**src/verilog/u2_ctrl_pkg.sv**
```systemverilog
////////////////////////////////////////////////////////////
// Widths, address map and setting payload types shared by
// the control plane blocks of the radio core
////////////////////////////////////////////////////////////
package u2_ctrl_pkg;

   // Bus widths
   localparam int DW      = 32;
   localparam int AW      = 16;
   localparam int SW      = 4;
   localparam int SET_AW  = 8;
   localparam int NUM_IRQ = 16;

   // Slave map, matched against address bits 15:12
   localparam logic [3:0] SLV_READBACK = 4'd5;
   localparam logic [3:0] SLV_SETTINGS = 4'd7;
   localparam logic [3:0] SLV_PIC      = 4'd8;

   // Strobe and ack bit of each slave at the decoder
   localparam int IDX_READBACK = 0;
   localparam int IDX_SETTINGS = 1;
   localparam int IDX_PIC      = 2;

   // Setting register addresses
   localparam logic [SET_AW-1:0] SR_CLK = 8'd0;
   localparam logic [SET_AW-1:0] SR_SER = 8'd1;
   localparam logic [SET_AW-1:0] SR_ADC = 8'd2;
   localparam logic [SET_AW-1:0] SR_LED = 8'd3;
   localparam logic [SET_AW-1:0] SR_PHY = 8'd4;

   // Interrupt controller word offsets, address bits 3:2
   localparam logic [1:0] PIC_EDGE = 2'd0;
   localparam logic [1:0] PIC_POL  = 2'd1;
   localparam logic [1:0] PIC_MASK = 2'd2;
   localparam logic [1:0] PIC_PEND = 2'd3;

   // Readback words, address bits 5:2
   localparam logic [3:0] RB_CONFIG = 4'd0;
   localparam logic [3:0] RB_STATUS = 4'd1;

   typedef struct packed {
      logic       clock_ready;
      logic [1:0] clk_en;
      logic [1:0] clk_sel;
   } clk_ctrl_t;

   typedef struct packed {
      logic enable;
      logic prbsen;
      logic loopen;
      logic rx_en;
   } ser_ctrl_t;

   typedef struct packed {
      logic oe_a;
      logic on_a;
      logic oe_b;
      logic on_b;
   } adc_ctrl_t;

   typedef logic [7:0] led_t;

endpackage

```
**src/verilog/readback_mux.sv**
```systemverilog
////////////////////////////////////////////////////////////
// Read-only Wishbone slave returning one of sixteen status
// words; unused words read as zero
////////////////////////////////////////////////////////////
module readback_mux (
   input  logic                       dsp_clk,
   input  logic                       rst_n_i,
   input  logic                       stb_i,
   input  logic [3:0]                 adr_i,
   output logic [u2_ctrl_pkg::DW-1:0] dat_o,
   output logic                       ack_o,
   input  logic [u2_ctrl_pkg::DW-1:0] config_word_i,
   input  logic [u2_ctrl_pkg::DW-1:0] status_i
);
   import u2_ctrl_pkg::*;

   logic access;

   assign access = stb_i & ~ack_o;

   always_ff @(posedge dsp_clk or negedge rst_n_i) begin
      if (!rst_n_i) begin
         ack_o <= 1'b0;
      end else begin
         ack_o <= access;
      end
   end

   // Word select from address bits 5:2
   always_ff @(posedge dsp_clk) begin
      if (access) begin
         case (adr_i)
            RB_CONFIG: dat_o <= config_word_i;
            RB_STATUS: dat_o <= status_i;
            // Words 2 to 15 not populated
            default:   dat_o <= '0;
         endcase
      end
   end

endmodule

```
**src/verilog/setting_reg.sv**
```systemverilog
////////////////////////////////////////////////////////////
// Setting register at one address; keeps the low bits of
// the setting data that fit its payload type
////////////////////////////////////////////////////////////
module setting_reg #(
   parameter logic [u2_ctrl_pkg::SET_AW-1:0] MY_ADDR = '0,
   parameter type payload_t = logic
) (
   input  logic                           dsp_clk,
   input  logic                           rst_n_i,
   input  logic                           set_stb_i,
   input  logic [u2_ctrl_pkg::SET_AW-1:0] set_addr_i,
   input  logic [u2_ctrl_pkg::DW-1:0]     set_data_i,
   output payload_t                       out_o
);

   logic hit;

   assign hit = set_stb_i && (set_addr_i == MY_ADDR);

   // Payload fields map straight onto the low data bits
   always_ff @(posedge dsp_clk or negedge rst_n_i) begin
      if (!rst_n_i) begin
         out_o <= '0;
      end else if (hit) begin
         out_o <= payload_t'(set_data_i[$bits(payload_t)-1:0]);
      end
   end

endmodule

```
**src/verilog/settings_bus.sv**
```systemverilog
////////////////////////////////////////////////////////////
// Write-only Wishbone slave; each write becomes a one-cycle
// setting strobe with an 8-bit address and 32-bit data
////////////////////////////////////////////////////////////
module settings_bus (
   input  logic                           dsp_clk,
   input  logic                           rst_n_i,
   input  logic                           stb_i,
   input  logic                           we_i,
   input  logic [u2_ctrl_pkg::DW-1:0]     dat_i,
   output logic                           ack_o,
   output logic                           set_stb_o,
   output logic [u2_ctrl_pkg::SET_AW-1:0] set_addr_o,
   output logic [u2_ctrl_pkg::DW-1:0]     set_data_o,
   input  logic [u2_ctrl_pkg::AW-1:0]     adr_i
);

   logic take;

   // New request, not yet acknowledged
   assign take = stb_i & ~ack_o;

   always_ff @(posedge dsp_clk or negedge rst_n_i) begin
      if (!rst_n_i) begin
         ack_o     <= 1'b0;
         set_stb_o <= 1'b0;
      end else begin
         ack_o     <= take;
         set_stb_o <= take & we_i;
      end
   end

   // Word address bits 9:2 select the setting register
   always_ff @(posedge dsp_clk) begin
      if (take && we_i) begin
         set_addr_o <= adr_i[9:2];
         set_data_o <= dat_i;
      end
   end

endmodule

```
**src/verilog/simple_pic.sv**
```systemverilog
////////////////////////////////////////////////////////////
// Interrupt controller with per-line edge/level mode,
// polarity, mask and write-one-to-clear pending bits
////////////////////////////////////////////////////////////
module simple_pic (
   input  logic                            dsp_clk,
   input  logic                            rst_n_i,
   input  logic                            stb_i,
   input  logic                            we_i,
   input  logic [1:0]                      adr_i,
   input  logic [u2_ctrl_pkg::DW-1:0]      dat_i,
   input  logic [u2_ctrl_pkg::NUM_IRQ-1:0] irq_i,
   output logic [u2_ctrl_pkg::DW-1:0]      dat_o,
   output logic                            ack_o,
   output logic                            int_o
);
   import u2_ctrl_pkg::*;

   logic [NUM_IRQ-1:0] edge_en;
   logic [NUM_IRQ-1:0] pol;
   logic [NUM_IRQ-1:0] mask;
   logic [NUM_IRQ-1:0] pend;
   logic [NUM_IRQ-1:0] active;
   logic [NUM_IRQ-1:0] active_d;
   logic [NUM_IRQ-1:0] set_bits;
   logic [NUM_IRQ-1:0] clr_bits;
   logic               access;
   logic               wr;

   assign access = stb_i & ~ack_o;
   assign wr     = access & we_i;

   // Line is active when it equals its polarity bit
   assign active = ~(irq_i ^ pol);

   // Edge mode takes only the inactive-to-active transition
   assign set_bits = (edge_en & active & ~active_d) | (~edge_en & active);
   assign clr_bits = (wr && adr_i == PIC_PEND) ? dat_i[NUM_IRQ-1:0] : '0;

   ////////////////////////////////////////////////////////////
   // Control registers and pending
   always_ff @(posedge dsp_clk or negedge rst_n_i) begin
      if (!rst_n_i) begin
         ack_o    <= 1'b0;
         edge_en  <= '0;
         pol      <= '0;
         mask     <= '1;
         pend     <= '0;
         active_d <= '0;
      end else begin
         ack_o    <= access;
         active_d <= active;
         // A new event wins over a clear in the same cycle
         pend     <= (pend & ~clr_bits) | set_bits;
         if (wr) begin
            case (adr_i)
               PIC_EDGE: edge_en <= dat_i[NUM_IRQ-1:0];
               PIC_POL:  pol     <= dat_i[NUM_IRQ-1:0];
               PIC_MASK: mask    <= dat_i[NUM_IRQ-1:0];
               default:  ;
            endcase
         end
      end
   end

   // Read data, valid with ack
   always_ff @(posedge dsp_clk) begin
      if (access) begin
         case (adr_i)
            PIC_EDGE: dat_o <= {{(DW-NUM_IRQ){1'b0}}, edge_en};
            PIC_POL:  dat_o <= {{(DW-NUM_IRQ){1'b0}}, pol};
            PIC_MASK: dat_o <= {{(DW-NUM_IRQ){1'b0}}, mask};
            default:  dat_o <= {{(DW-NUM_IRQ){1'b0}}, pend};
         endcase
      end
   end

   assign int_o = |(pend & ~mask);

endmodule

```
**src/verilog/u2_ctrl_top.sv**
```systemverilog
////////////////////////////////////////////////////////////
// Control plane of the radio core: Wishbone decoder, status
// readback, settings bus with its registers, and the PIC
////////////////////////////////////////////////////////////
module u2_ctrl_top (
   input  logic                            dsp_clk,
   input  logic                            rst_n_i,
   // Wishbone from the external master
   input  logic                            wb_cyc_i,
   input  logic                            wb_stb_i,
   input  logic                            wb_we_i,
   input  logic [u2_ctrl_pkg::AW-1:0]      wb_adr_i,
   input  logic [u2_ctrl_pkg::SW-1:0]      wb_sel_i,
   input  logic [u2_ctrl_pkg::DW-1:0]      wb_dat_i,
   output logic [u2_ctrl_pkg::DW-1:0]      wb_dat_o,
   output logic                            wb_ack_o,
   output logic                            wb_err_o,
   // Status and interrupts
   input  logic [u2_ctrl_pkg::NUM_IRQ-1:0] irq_i,
   input  logic [u2_ctrl_pkg::DW-1:0]      status_i,
   input  logic                            sim_mode_i,
   input  logic [3:0]                      clock_divider_i,
   output logic                            int_o,
   // Clock generator
   output logic                            clock_ready_o,
   output logic [1:0]                      clk_en_o,
   output logic [1:0]                      clk_sel_o,
   // SERDES control
   output logic                            ser_enable_o,
   output logic                            ser_prbsen_o,
   output logic                            ser_loopen_o,
   output logic                            ser_rx_en_o,
   // ADC enables
   output logic                            adc_oe_a_o,
   output logic                            adc_on_a_o,
   output logic                            adc_oe_b_o,
   output logic                            adc_on_b_o,
   // Misc
   output logic [7:0]                      leds_o,
   output logic                            phy_reset_n_o
);
   import u2_ctrl_pkg::*;

   logic [2:0]        slv_stb;
   logic [2:0]        slv_ack;
   logic [DW-1:0]     rb_dat;
   logic [DW-1:0]     pic_dat;
   logic [DW-1:0]     config_word;
   logic              wr_en;
   logic              set_stb;
   logic [SET_AW-1:0] set_addr;
   logic [DW-1:0]     set_data;
   clk_ctrl_t         clk_ctrl;
   ser_ctrl_t         ser_ctrl;
   adc_ctrl_t         adc_ctrl;
   logic              phy_reset;

   // A write with no byte lane selected is taken as a read
   assign wr_en = wb_we_i & (|wb_sel_i);

   assign config_word = {sim_mode_i, {(DW-5){1'b0}}, clock_divider_i};

   wb_slave_decode wb_slave_decode_inst (
      .dsp_clk(dsp_clk), .rst_n_i(rst_n_i),
      .cyc_i(wb_cyc_i), .stb_i(wb_stb_i), .adr_i(wb_adr_i),
      .stb_o(slv_stb), .ack_i(slv_ack),
      .rb_dat_i(rb_dat), .set_dat_i('0), .pic_dat_i(pic_dat),
      .dat_o(wb_dat_o), .ack_o(wb_ack_o), .err_o(wb_err_o));

   readback_mux readback_mux_inst (
      .dsp_clk(dsp_clk), .rst_n_i(rst_n_i),
      .stb_i(slv_stb[IDX_READBACK]), .adr_i(wb_adr_i[5:2]),
      .dat_o(rb_dat), .ack_o(slv_ack[IDX_READBACK]),
      .config_word_i(config_word), .status_i(status_i));

   settings_bus settings_bus_inst (
      .dsp_clk(dsp_clk), .rst_n_i(rst_n_i),
      .stb_i(slv_stb[IDX_SETTINGS]), .we_i(wr_en), .dat_i(wb_dat_i),
      .ack_o(slv_ack[IDX_SETTINGS]), .set_stb_o(set_stb),
      .set_addr_o(set_addr), .set_data_o(set_data), .adr_i(wb_adr_i));

   simple_pic simple_pic_inst (
      .dsp_clk(dsp_clk), .rst_n_i(rst_n_i),
      .stb_i(slv_stb[IDX_PIC]), .we_i(wr_en), .adr_i(wb_adr_i[3:2]),
      .dat_i(wb_dat_i), .irq_i(irq_i),
      .dat_o(pic_dat), .ack_o(slv_ack[IDX_PIC]), .int_o(int_o));

   ////////////////////////////////////////////////////////////
   // Setting registers
   setting_reg #(.MY_ADDR(SR_CLK), .payload_t(clk_ctrl_t)) sr_clk (
      .dsp_clk(dsp_clk), .rst_n_i(rst_n_i), .set_stb_i(set_stb),
      .set_addr_i(set_addr), .set_data_i(set_data), .out_o(clk_ctrl));

   setting_reg #(.MY_ADDR(SR_SER), .payload_t(ser_ctrl_t)) sr_ser (
      .dsp_clk(dsp_clk), .rst_n_i(rst_n_i), .set_stb_i(set_stb),
      .set_addr_i(set_addr), .set_data_i(set_data), .out_o(ser_ctrl));

   setting_reg #(.MY_ADDR(SR_ADC), .payload_t(adc_ctrl_t)) sr_adc (
      .dsp_clk(dsp_clk), .rst_n_i(rst_n_i), .set_stb_i(set_stb),
      .set_addr_i(set_addr), .set_data_i(set_data), .out_o(adc_ctrl));

   setting_reg #(.MY_ADDR(SR_LED), .payload_t(led_t)) sr_led (
      .dsp_clk(dsp_clk), .rst_n_i(rst_n_i), .set_stb_i(set_stb),
      .set_addr_i(set_addr), .set_data_i(set_data), .out_o(leds_o));

   setting_reg #(.MY_ADDR(SR_PHY), .payload_t(logic)) sr_phy (
      .dsp_clk(dsp_clk), .rst_n_i(rst_n_i), .set_stb_i(set_stb),
      .set_addr_i(set_addr), .set_data_i(set_data), .out_o(phy_reset));

   // Pin split
   assign clock_ready_o = clk_ctrl.clock_ready;
   assign clk_en_o      = clk_ctrl.clk_en;
   assign clk_sel_o     = clk_ctrl.clk_sel;

   assign ser_enable_o  = ser_ctrl.enable;
   assign ser_prbsen_o  = ser_ctrl.prbsen;
   assign ser_loopen_o  = ser_ctrl.loopen;
   assign ser_rx_en_o   = ser_ctrl.rx_en;

   assign adc_oe_a_o    = adc_ctrl.oe_a;
   assign adc_on_a_o    = adc_ctrl.on_a;
   assign adc_oe_b_o    = adc_ctrl.oe_b;
   assign adc_on_b_o    = adc_ctrl.on_b;

   // PHY held out of reset while the setting bit is clear
   assign phy_reset_n_o = ~phy_reset;

endmodule

```
**src/verilog/wb_slave_decode.sv**
```systemverilog
////////////////////////////////////////////////////////////
// Single-master Wishbone decoder: steers the strobe to one
// of three slaves and answers unmapped addresses with err
////////////////////////////////////////////////////////////
module wb_slave_decode (
   input  logic                       dsp_clk,
   input  logic                       rst_n_i,
   // Master side
   input  logic                       cyc_i,
   input  logic                       stb_i,
   input  logic [u2_ctrl_pkg::AW-1:0] adr_i,
   // Slave side, one bit per slave
   output logic [2:0]                 stb_o,
   input  logic [2:0]                 ack_i,
   input  logic [u2_ctrl_pkg::DW-1:0] rb_dat_i,
   input  logic [u2_ctrl_pkg::DW-1:0] set_dat_i,
   input  logic [u2_ctrl_pkg::DW-1:0] pic_dat_i,
   // Back to the master
   output logic [u2_ctrl_pkg::DW-1:0] dat_o,
   output logic                       ack_o,
   output logic                       err_o
);
   import u2_ctrl_pkg::*;

   logic       req;
   logic [2:0] hit;
   logic       err_r;

   assign req = cyc_i & stb_i;

   // Slave select from the top nibble
   always_comb begin
      hit = '0;
      case (adr_i[AW-1:AW-4])
         SLV_READBACK: hit[IDX_READBACK] = 1'b1;
         SLV_SETTINGS: hit[IDX_SETTINGS] = 1'b1;
         SLV_PIC:      hit[IDX_PIC]      = 1'b1;
         default:      hit = '0;
      endcase
   end

   assign stb_o = hit & {3{req}};

   // Only the addressed slave is heard
   always_comb begin
      case (1'b1)
         hit[IDX_READBACK]: dat_o = rb_dat_i;
         hit[IDX_SETTINGS]: dat_o = set_dat_i;
         hit[IDX_PIC]:      dat_o = pic_dat_i;
         default:           dat_o = '0;
      endcase
   end

   assign ack_o = |(ack_i & hit);

   ////////////////////////////////////////////////////////////
   // Unmapped access, same one-cycle timing as a slave ack
   always_ff @(posedge dsp_clk or negedge rst_n_i) begin
      if (!rst_n_i) begin
         err_r <= 1'b0;
      end else begin
         err_r <= req & ~(|hit) & ~err_r;
      end
   end

   assign err_o = err_r;

endmodule
```
**config.mk**
```make
export PLATFORM = sky130hd
export DESIGN_NAME = u2_ctrl_top
export DESIGN_NICKNAME = d
export VERILOG_FILES = /design/src/verilog/u2_ctrl_pkg.sv /design/src/verilog/readback_mux.sv /design/src/verilog/setting_reg.sv /design/src/verilog/settings_bus.sv /design/src/verilog/simple_pic.sv /design/src/verilog/u2_ctrl_top.sv /design/src/verilog/wb_slave_decode.sv
export SDC_FILE = /design/constraint.sdc
export NUM_CORES = 1
export LEC_CHECK = 0
export ABC_AREA = 1
export BUFFER_PORTS_ARGS = -buffer_cell sky130_fd_sc_hd__buf_4
export CAP_MARGIN = 40
export CORE_MARGIN = 3
export CORE_UTILIZATION = 45
export DETAILED_ROUTE_END_ITERATION = 10
export GPL_TIMING_DRIVEN = 0
export PLACE_DENSITY_LB_ADDON = 0.25
export SLEW_MARGIN = 30
export SYNTH_ARGS = -nofsm -noshare
export SYNTH_HDL_FRONTEND = slang
export SYNTH_SLANG_ARGS = --single-unit
```
**constraint.sdc**
```tcl
create_clock -name dsp_clk -period 4.47 [get_ports dsp_clk]
set_clock_uncertainty 0.05 [all_clocks]
set_input_delay 0.6705 -clock dsp_clk [delete_from_list [all_inputs] [get_ports dsp_clk]]
set_output_delay 0.6705 -clock dsp_clk [all_outputs]
set_load 0.005 [all_outputs]
```
# Yosys cells after proc, flatten, opt, wreduce, memory -nomap -nowiden
# Index checks and enable logic that the tools add are counted.
# word_totals
ff_bits,187
wordCells,94
out_inout_bits,57
# op_classes
reduce_logical,17
n_mux,9
n_eq_ne,11
bitwise_logic,30
# op_table
cell,count
$mux W32,3
$and A16 B16 Y16,5
$not A16 Y16,5
$pmux W32 S2,1
$pmux W16 S3,1
$or A16 B16 Y16,2
$eq A8 B2 Y1 const B,2
$mux W16,1
$reduce_or A16 Y1,1
$xor A16 B16 Y16,1
$and A1 B1 Y1,9
$eq A4 B3 Y1 const B,2
$eq A8 B1 Y1 const B,1
$eq A8 B3 Y1 const B,1
$logic_not A8 Y1,1
$logic_and A1 B1 Y1,7
$and A3 B3 Y3,2
$not A1 Y1,6
$reduce_and A2 Y1,3
$reduce_or A3 Y1,2
$eq A2 B2 Y1 const B,2
$eq A4 B1 Y1 const B,1
$eq A4 B4 Y1 const B,1
$logic_not A4 Y1,1
4 further kinds,6

# Logic depth before layout (Yosys ltp)
# Gate-level depths: netlist of run 1.
# logic_depth
ltp_word,10
ltp_mapped,8
mapped_depth_nobuf,7

# Hierarchy
# Synthesis of run 1 repeated with hierarchy kept, for this count alone.
# unflattened
hier_cells,1021
area_unflattened_um2,9509.1
# modules_own_cells
mod,seq_area_each_um2,cells_each,instances,area_per_inst_um2
simple_pic,2527.4,492,1,4451.8
readback_mux,985.9,147,1,1594.0
settings_bus,1251.2,47,1,1275.0
wb_slave_decode,25.0,172,1,923.4
setting_reg at sr_led,200.2,52,1,442.9
setting_reg at sr_adc ...,100.1,24,2,200.2
setting_reg at sr_clk,125.1,37,1,296.5
setting_reg at sr_phy,25.0,20,1,101.3
u2_ctrl_top,0.0,6,1,23.8

# Least setup slack after synthesis of run 1
# OpenSTA, ideal clock, no wires.
# synth_path
kind,input-to-reg
startpoint,in wb_adr_i[14] (netlist name)
endpoint,"reg readback_mux_inst.dat_o[0] (netlist name), enable pin"
slack_ps,488
required_ps,3957
arrival_time_ps,3469
path_buffers,1
path_stages,5
setup_time_ps,463
cell_sequence,inv_1 > nor2_1 > nand3_1 > clkbuf_1 > nor3_1
# synth_via
elab_chain_len,4
# synth_lines
element,line,rtl
from (decl),u2_ctrl_top.sv:12,"input logic [u2_ctrl_pkg::AW-1:0] wb_adr_i,"
$eq A4 B3 Y1,wb_slave_decode.sv:34,case (adr_i[AW-1:AW-4])
$mux W1,wb_slave_decode.sv:34,
$and A3 B3 Y3,wb_slave_decode.sv:42,assign stb_o = hit & {3{req}};
$and A1 B1 Y1,readback_mux.sv:19,assign access = stb_i & ~ack_o;
net readback_mux_inst.access,readback_mux.sv:17,logic access;
to (signal assigned),readback_mux.sv:33,RB_CONFIG: dat_o <= config_word_i;
to (signal assigned),readback_mux.sv:34,RB_STATUS: dat_o <= status_i;
to (decl),readback_mux.sv:10,"output logic [u2_ctrl_pkg::DW-1:0] dat_o,"
# The timed path passes the listed nets, and every way through them passes these cells.
# A chain may end at the register's enable or synchronous reset.

# Final worst setup path of run 1
# layout_path
startpoint,in wb_adr_i[15] (netlist name)
endpoint,out wb_dat_o[15] (netlist name)
# layout_via
elab_chain_len,5
word_cells_on_any_way,9
# layout_lines
element,line,rtl
$eq A4 B4 Y1,wb_slave_decode.sv:34,
$mux W1,wb_slave_decode.sv:34,
$mux W32 (2 in a row),wb_slave_decode.sv:46,case (1'b1)
$mux W32 (*),wb_slave_decode.sv:46,
to (decl),u2_ctrl_top.sv:15,"output logic [u2_ctrl_pkg::DW-1:0] wb_dat_o,"
# Mark *: on every way between the ends. The rest lies on a longest branch, timed or not.

==> metrics.txt, run 1 <==
Core Area about 16000 sq um; Netlist cell types 32; max frequency between 300 and 400 MHz; Ys Warns 0; Area growth, synth to finish 27.1%; LEAKAGE 0.00449 uW; antenna violations before repair 0; post-CTS resize count 0; post-route ant nets 0; # IOs between 150 and 200; crit path max-delay cell type clkbuf_1; worst vdd ir ~0.00028 V; total number of vias roughly 5700; CTS tree done; Crit path top cell by count buf_4; Routed WL per cell between 15 and 20 microns; CP Launch Type primary input; cts hold-fix bufs 0; R2R Path End readback_mux_inst.dat_o[11]$_DFFE_PP_; Die W approximately 140 microns; total CTS buffers 17; Cells after DPL about 1100; Tightest Hold Check Type in2async; cells along the critical path buf_4 -> nor2_1 -> nand3_1 -> clkbuf_1 -> o21ai_0 -> buf_4; WP data arrival between 1500 and 2000 ps; Max FO, Critical Path 10; Max Cap Viol 0; post-synthesis mux area share 0%; Final Non-Filler Cells around 1200; synthesized area around 7600 sq um; worst slew pin tran between 700 and 800 ps; slowest stage delay, CP about 340 ps; vias in the first global route 5322; min cycle time layout approximately 2700 ps; largest net degree at the start of global routing 58; grt total ovfl 0; crit end category output port; setup TNS 0 ps; final setup vio count 0; main combinational cell family by area after synthesis simple AND/OR/NAND/NOR gates; CP Class in2out; # rows 46; Worst-path clk slew 60 ps; Core Util, Final between 50% and 60%; drt total wl ~18000 microns; Antenna diodes 0; Slew Limit Fails 0; DRC errors left 0; H-Tree Depth 4; R2R Setup Slk 2630 ps; Clk Latency, worst-skew pair 430 ps; Pre-antenna DRT Iters 5; Seq/Total Area, Yosys roughly 61%; Synth Area in Simple Gates between 10% and 20%; Post CTS Setup Buffer Count 0; vias per inst 4.83; Seq cells post-synth 171; nets 1054; Synth Net Count roughly 880; full die area 18400 sq um; IO Port Bufs approximately 150; Post-Synth XOR/XNOR Area 1.85%; 1st-iter DRT viols ~380; post-DP HPWL 13300 microns; outcome completed; GPL Wtd Cong ~0.84; Initial Util ~47%; post-synthesis compound-gate area fraction under 10%; Adder-Cell Fraction of Synth Area 0%; Syn Inst Count 772; Slew HR 52.0%; Clock Path Buffers 2; worst reg2reg startpoint readback_mux_inst.ack_o$_DFF_PN0_; GRT Total Usage between 10% and 20%; worst endpoint required time around 3800 ps; layout cell share with drive strength beyond 1 28.7%; Avg Cell Area, Syn 9.79 sq um; clock sink total approximately 170; final hold slack between 100 and 150 ps; die height 136 microns; RSZ-0062 raised after global routing false; reg2reg path depth 3; fin crit share 59.3%; final hold violation count 0; CTS root buf clkbuf_16; first-pass GRT wire length approximately 28000 microns; pwr dens between 300 and 400 nW/um^2
==> cell usage in the layout, fill, tap and decap left out, drive strengths merged <==
| cell type | count |
|---|---|
| inv | 112 |
| nand4 | 4 |
| a21oi | 1 |
| dfstp | 16 |
| o221ai | 1 |
| edfxtp | 64 |
| bufinv | 3 |
| or2 | 1 |
| buf | 168 |
| dfrtp | 91 |
| nor2 | 60 |
| nand3b | 1 |
| clkinvlp | 2 |
| xnor2 | 16 |
| o2111ai | 12 |
| o21ai | 83 |
| clkbuf | 30 |
| nor4 | 1 |
| nor3 | 7 |
| nand3 | 39 |
| o22ai | 3 |
| nand2 | 233 |
| clkinv | 9 |
==> state kept, by name, summed over array words and instances, names as in the netlist, 8 cells and up <==
name,count
simple_pic_inst.active_d,16
simple_pic_inst.dat_o,16
settings_bus_inst.set_data_o,8
simple_pic_inst.pend,16
readback_mux_inst.dat_o,32
simple_pic_inst.pol,16
sr_led.out_o,8
simple_pic_inst.mask,16
settings_bus_inst.set_addr_o,8
simple_pic_inst.edge_en,16
==> synthesized netlist by cell type (all sizes together) <==
| master | number | area [sq um] |
|---|---|---|
| a21oi | 1 | 5.00 |
| buf | 15 | 136 |
| clkbuf | 10 | 37.5 |
| clkinv | 2 | 7.51 |
| dfrtp | 91 | 2280 |
| dfstp | 16 | 420 |
| edfxtp | 64 | 1920 |
| inv | 112 | 420 |
| nand2 | 233 | 900 |
| nand3 | 39 | 218 |
| nand3b | 1 | 7.51 |
| nand4 | 4 | 25.0 |
| nor2 | 60 | 269 |
| nor3 | 7 | 35.0 |
| nor4 | 1 | 6.26 |
| o2111ai | 12 | 105 |
| o21ai | 83 | 592 |
| o221ai | 1 | 8.76 |
| o22ai | 3 | 18.8 |
| or2 | 1 | 6.26 |
| xnor2 | 16 | 140 |
==> cell families after synthesis <==
group	count (synthesis)
and+or+nand+nor	346
buffers and inverters	139
AOI/OAI and AO/OA	100
DFF	171
xor gates and xnor gates	16
==> stage by stage <==
| step | setup slack [ps] | instance area [sq um] | total power [uW] |
|---|---|---|---|
| finish | 1820 | 9610 | 3420 |
| global route | 1660 | 9610 | 3540 |
| CTS | 1810 | 9610 | 3440 |
| detailed placement | 1450 | 9000 | 1950 |
| global placement | -870 | 8920 | 1950 |
| floorplan | 488 | 7560 | 1820 |
==> how the worst max path moves through the flow <==
stage               slack (ps)          from                               endpoint  cells past startpoint
global placement          -870  wb_adr_i[15]  readback_mux_inst.dat_o[11]$_DFFE_PP_                      5
CTS                       1810  wb_adr_i[15]                           wb_dat_o[15]                      6
floorplan                  490  wb_adr_i[14]   readback_mux_inst.dat_o[0]$_DFFE_PP_                      5
detailed placement        1450  wb_adr_i[15]   readback_mux_inst.dat_o[8]$_DFFE_PP_                      7
finish                    1820  wb_adr_i[15]                           wb_dat_o[15]                      6
global route              1660  wb_adr_i[15]                           wb_dat_o[14]                      6
==> final cells by class <==
class,count,area (sq um)
clock inverters,12,145
inverters,114,428
repair buffers,153,1160
clock buffers,20,458
well taps,216,270
multi-input cells,462,2350
fillers,1405,6570
plain buffers,25,174
flip-flops and latches,171,4620
==> routing by layer <==
layer  vias to the layer above  wire length (microns)  track usage, %  share of wire [%]
met2                       172                   8370            31.2                 46
li1                       2813                      -               -                  -
met1                      2655                   8360            27.9                 46
met4                         0                    278            5.49                1.5
met3                        22                   1170            4.75                6.4
met5                         -                      0               0                  0
==> worst max-delay path: cells and delay by family <==
kind            cells  cell delay (ps)
compound gates      1              230
simple gates        2              430
buf+inv             3              590
==> where the power goes <==
group	internal (uW)	switching [uW]	total, uW
Sequential	1670	21.9	1690
Combinational	101	132	233
Clock	906	593	1500
Total	2670	746	3420
Note: power is estimated with default switching activity, not from simulation.
==> inputs of run 2 (changes only) <==
clock period = 2.4 ns   (was 4.47 ns; I/O delays follow)
==> metrics.txt, run 2 (synthesis results as in run 1) <==
post-DP HPWL 13300 microns (+0.38%); final hold slack 61.1 ps (-78.0 ps); WP data arrival 1690 ps (-240 ps); Flop pwr share 50.8% (+1.4 points); worst reg2reg startpoint settings_bus_inst.ack_o$_DFF_PN0_; WL met1 8290 microns (-0.78%); clock share of power 42.2% (-1.6 points); LEAKAGE 0.00444 uW (-0.94%); Slew HR 45.6% (-6.4 points); Core Area 16200 sq um (unchanged); 1st-iter DRT viols 372 (-1.1%); grt total ovfl 0 (unchanged); Core Util, Final 59.1% (-0.28 points); CP Class reg2out; Worst-path clk slew 60 ps (about the same); worst endpoint required time 1990 ps (-1760 ps); post-route ant nets 0 (unchanged); # rows 46 (unchanged); GPL Wtd Cong 0.843 (+0.26%); crit end category output port; R2R Path End settings_bus_inst.set_data_o[3]$_DFFE_PP_; vias in the first global route 5515 (+3.6%); vias per inst 4.91 (+1.6%); CP Launch Type flop; Worst setup endpoint int_o; GRT Total Usage 20.6% (+0.76 points); pwr dens 648 nW/um^2 (+82%); RSZ-0062 raised after global routing false; DRC errors left 0 (unchanged); largest net degree at the start of global routing 108 (+86%); net switching power 1370 uW (+83%); drt total wl 18500 microns (+1.8%); reg2reg path depth 2 (-1); Area growth, synth to finish 26.5%; worst vdd ir 0.000534 V (+93%); Antenna diodes 0 (unchanged); most frequent cells in the layout nand2_1 (229), buf_4 (148), inv_1 (112), dfrtp_1 (91), edfxtp_1 (64); Internal 4830 uW (+81%); setup ws final 297 ps (-1520 ps); Max FO, Critical Path 2 (-8); pre-CTS setup slack 154 ps (-1300 ps); met2 wire len 8610 microns (+2.9%); Tightest Hold Check Type in2reg; Most flops, register readback_mux_inst.dat_o; Die W 136 microns (unchanged); final instance area 9560 sq um (-0.47%); max frequency approximately 480 MHz; fin crit share 87.6%; top sig layer met4; full die area 18400 sq um (unchanged); Slew Limit Fails 0 (unchanged); placed cell area 8990 sq um (-0.14%); CP startpoint simple_pic_inst.mask[5]$_DFFE_PN1P_; R2R Setup Slk 750 ps (-1880 ps); layout cell share with drive strength beyond 1 28.2% (-0.54 points); Routed WL per cell 15.8 microns (+2.1%); Max Cap Viol 0 (unchanged); worst slew pin tran 816 ps (+101 ps); IO Port Bufs 146 (unchanged); H-Tree Depth 4 (unchanged); outcome completed; DR WL met3 1360 microns (+16%); CTS tree done; clock sink total 171 (unchanged); final setup vio count 0 (unchanged); Cells after DPL 1137 (-0.35%); Logic pwr share 7.0% (+0.2 points); # IOs 167 (unchanged); filler instances 1440 (+2.5%); CTS root buf clkbuf_16; antenna violations before repair 0 (unchanged); die height 136 microns (unchanged); Initial Util 46.7% (unchanged); Clk Latency, worst-skew pair 420 ps (about the same); Clock Path Buffers 2 (unchanged); final hold violation count 0 (unchanged); first-pass GRT wire length 29000 microns (+3.4%); min cycle time layout roughly 2100 ps; Pre-antenna DRT Iters 5 (unchanged); Final Non-Filler Cells 1170 (-0.26%); commonest non-fill, non-tap cell in the layout nand2_1; total CTS buffers 17 (unchanged); Net Sw Frac 22.0% (+0.24 points); total number of vias 5740 (+1.4%); max reg flops 32 (unchanged); nets 1051 (-0.28%)
run 2: changes by cell type in the layout (fill, tap and decap cells not counted), sizes merged:
cell	delta
bufinv	-2
buf	-4
dlygate4sd3	+1
clkinv	-3
clkbuf	+5
run 2: worst max-delay path: stages, from the launching register on:
cell	delay [ps]
dfstp_2	530
inv_1	40
nand2_1	70
nand2_1	60
nor3_1	250
nand3_1	160
buf_4	160
run 2: area by class of cell:
type,count,area [sq um],share of cell area (%)
Multi-Input combinational cell,462,2360,24.7
Timing Repair Buffer,150,1150,12.0
Sequential cell,171,4620,48.3
Tap cell,216,270,2.83
Clock inverter,7,63.8,0.667
Inverter,114,428,4.48
Clock buffer,25,497,5.19
Buffer,25,174,1.82
run 2: power by group through the flow:
stage	Sequential [uW]	Combinational (uW)	Clock (uW)
after detailed placement	3200	434	0
final	3150	431	2620
after global routing	3150	482	2770
after CTS	3150	437	2650
after global placement	3200	424	0
after floorplan	3190	196	0
run 2: worst min-delay path by stage:
stage	to	startpoint	slack, ps	cells past startpoint
global placement	sr_led.out_o[6]$_DFFE_PN0P_	settings_bus_inst.set_data_o[6]$_DFFE_PP_	410	2
CTS	settings_bus_inst.set_addr_o[6]$_DFFE_PP_	wb_adr_i[8]	50	1
detailed placement	simple_pic_inst.pend[7]$_DFF_PN0_	simple_pic_inst.pend[7]$_DFF_PN0_	410	2
finish	settings_bus_inst.set_addr_o[4]$_DFFE_PP_	wb_adr_i[6]	60	1
floorplan	readback_mux_inst.ack_o$_DFF_PN0_	rst_n_i	10	0
global route	settings_bus_inst.set_addr_o[6]$_DFFE_PP_	wb_adr_i[8]	40	1
run 2: timing repair:
item | 4_1_cts | 5_1_grt
hold endpoints to repair | 91 | 0
resized for setup | 0 | 0
hold buffers | 1 | 0
setup buffers | 0 | 0
run 2: stage by stage:
step                      setup TNS, ps  total power, uW
after CTS                             0             6230
after detailed placement              0             3640
after global routing                  0             6410
after floorplan                       0             3390
final                                 0             6190
after global placement           -22730             3620
run 2: layer usage:
metal	vias up	global-route usage, %
met2	176	32.8
met1	2744	27.8
met5	-	0
met4	0	6.05
met3	18	5.87
li1	2802	-
==> inputs of run 3 (changes only) <==
CORE_MARGIN = default   (was 3)
clock period = 2.6 ns   (was 2.4 ns; I/O delays follow)
==> metrics.txt, run 3 (synthesis results as in run 1) <==
Final Non-Filler Cells 1175 (+0.43%); Antenna diodes 0 (unchanged); Cells after DPL 1142 (+0.44%); Worst-path clk slew 60 ps (about the same); Initial Util 45.9% (-0.83 points); outcome completed; vias in the first global route 5578 (+1.1%); Slew Limit Fails 0 (unchanged); Most flops, register readback_mux_inst.dat_o; post-DP HPWL 13100 microns (-1.4%); worst vdd ir 0.000502 V (-6.1%); Clock Path Buffers 2 (unchanged); commonest non-fill, non-tap cell in the layout nand2_1; worst reg2reg startpoint settings_bus_inst.ack_o$_DFF_PN0_; Post CTS Setup Buffer Count 0 (unchanged); CTS tree done; max reg flops 32 (unchanged); WP data arrival 1800 ps (+110 ps); min cycle time layout roughly 2200 ps; DRC errors left 0 (unchanged); IO Port Bufs 146 (unchanged); total number of vias 5664 (-1.3%); vias per inst 4.82 (-1.7%); Hold Path End settings_bus_inst.set_addr_o[6]$_DFFE_PP_; final hold slack 91.4 ps (+30.3 ps); full die area 17300 sq um (-5.8%); # IOs 167 (unchanged); worst slew pin tran 687 ps (-129 ps); final setup vio count 0 (unchanged); GRT Total Usage 22.2% (+1.6 points); met2 wire len 8510 microns (-1.2%); Area growth, synth to finish 26.9%; Tightest Hold Check Type in2reg; largest net degree at the start of global routing 70 (-35%); grt total ovfl 0 (unchanged); top sig layer met4; most frequent cells in the layout nand2_1 (229), buf_4 (148), inv_1 (112), dfrtp_1 (91), edfxtp_1 (64); final hold violation count 0 (unchanged); Core Area 16500 sq um (+1.8%); pre-CTS setup slack 346 ps (+192 ps); pwr dens 597 nW/um^2 (-7.9%); DR WL met3 1220 microns (-9.9%); Die W 132 microns (-3.0%); antenna violations before repair 0 (unchanged); H-Tree Depth 4 (unchanged); max frequency 446 MHz; reg2reg path depth 2 (unchanged); 1st-iter DRT viols 371 (-0.27%); total CTS buffers 17 (unchanged); drt total wl 18200 microns (-1.5%); first-pass GRT wire length 29200 microns (+0.67%); post-route ant nets 0 (unchanged); layout cell share with drive strength beyond 1 28.4% (+0.18 points); RSZ-0062 raised after global routing false; Max Cap Viol 0 (unchanged); worst endpoint required time 2160 ps (+170 ps); nets 1052 (+0.095%); GPL Wtd Cong 0.807 (-4.2%); CTS root buf clkbuf_16; Clk Latency, worst-skew pair 420 ps (about the same); CP Launch Type flop; crit end category output port; Hold Crit Depth 1 (unchanged); Min-Delay Startpoint wb_adr_i[8]; Pre-antenna DRT Iters 5 (unchanged); Slew HR 54.2% (+8.6 points); R2R Path End settings_bus_inst.set_data_o[4]$_DFFE_PP_; Max FO, Critical Path 2 (unchanged); WL met1 8220 microns (-0.84%); die height 132 microns (-3.0%); fin crit share a little under nine tenths; R2R Setup Slk 980 ps (+230 ps); clock sink total 171 (unchanged); LEAKAGE 0.00446 uW (+0.30%); CP Class reg2out; Routed WL per cell 15.5 microns (-2.0%); # rows 47 (+2.2%); setup ws final 359 ps (+62.2 ps)
run 3: what timing repair did:
item                                   CTS  global route
hold buffers                             1             0
endpoints found under the hold margin   31             0
resized for setup                        0             0
run 3: area by class of cell:
type	instances	area [sq um]
fill	1485	6880
sequential	171	4620
multi-input combinational	462	2360
timing repair buffer	151	1170
clock buffer	25	497
inverter	114	428
tap	220	275
buffer	25	174
clock inverter	7	66.3
run 3: routing by layer:
layer | global-route usage, % | vias to the layer above
li1 | - | 2811
met4 | 7.11 | 0
met2 | 35.2 | 172
met5 | 0 | -
met3 | 5.56 | 18
met1 | 29.9 | 2663
run 3: critical path, stage by stage (launching register included):
cell     delay, ps
dfstp_2        530
inv_1           50
nand2_1         70
nand2_1         70
nor3_1         340
nand3_1        160
buf_4          160
run 3: how the worst max path moves through the flow:
stage,endpoint,depth (start not counted),start,slack (ps)
finish,int_o,6,simple_pic_inst.mask[5]$_DFFE_PN1P_,360
global route,int_o,6,simple_pic_inst.mask[5]$_DFFE_PN1P_,260
CTS,int_o,6,simple_pic_inst.mask[5]$_DFFE_PN1P_,320
detailed placement,readback_mux_inst.dat_o[11]$_DFFE_PP_,6,wb_adr_i[15],350
global placement,readback_mux_inst.dat_o[10]$_DFFE_PP_,5,wb_adr_i[15],-300
floorplan,readback_mux_inst.dat_o[0]$_DFFE_PP_,5,wb_adr_i[14],370
run 3: where the power goes:
part	switching [uW]	leakage, uW	total, uW	internal [uW]
clock	990	0.000273	2410	1420
sequential	39.1	0.00196	2910	2870
combinational	231	0.00222	406	175
total	1260	0.00446	5720	4460
run 3: per-stage QoR:
step                      setup TNS [ps]  utilization [%]  total power (uW)  area (sq um)
after floorplan                        0                -              3130          7570
after global placement            -10960             54.3              3350          8950
after detailed placement               0             54.8              3360          9020
after CTS                              0             58.2              5770          9590
after global routing                   0             58.2              5930          9590
final                                  0             58.2              5720          9590
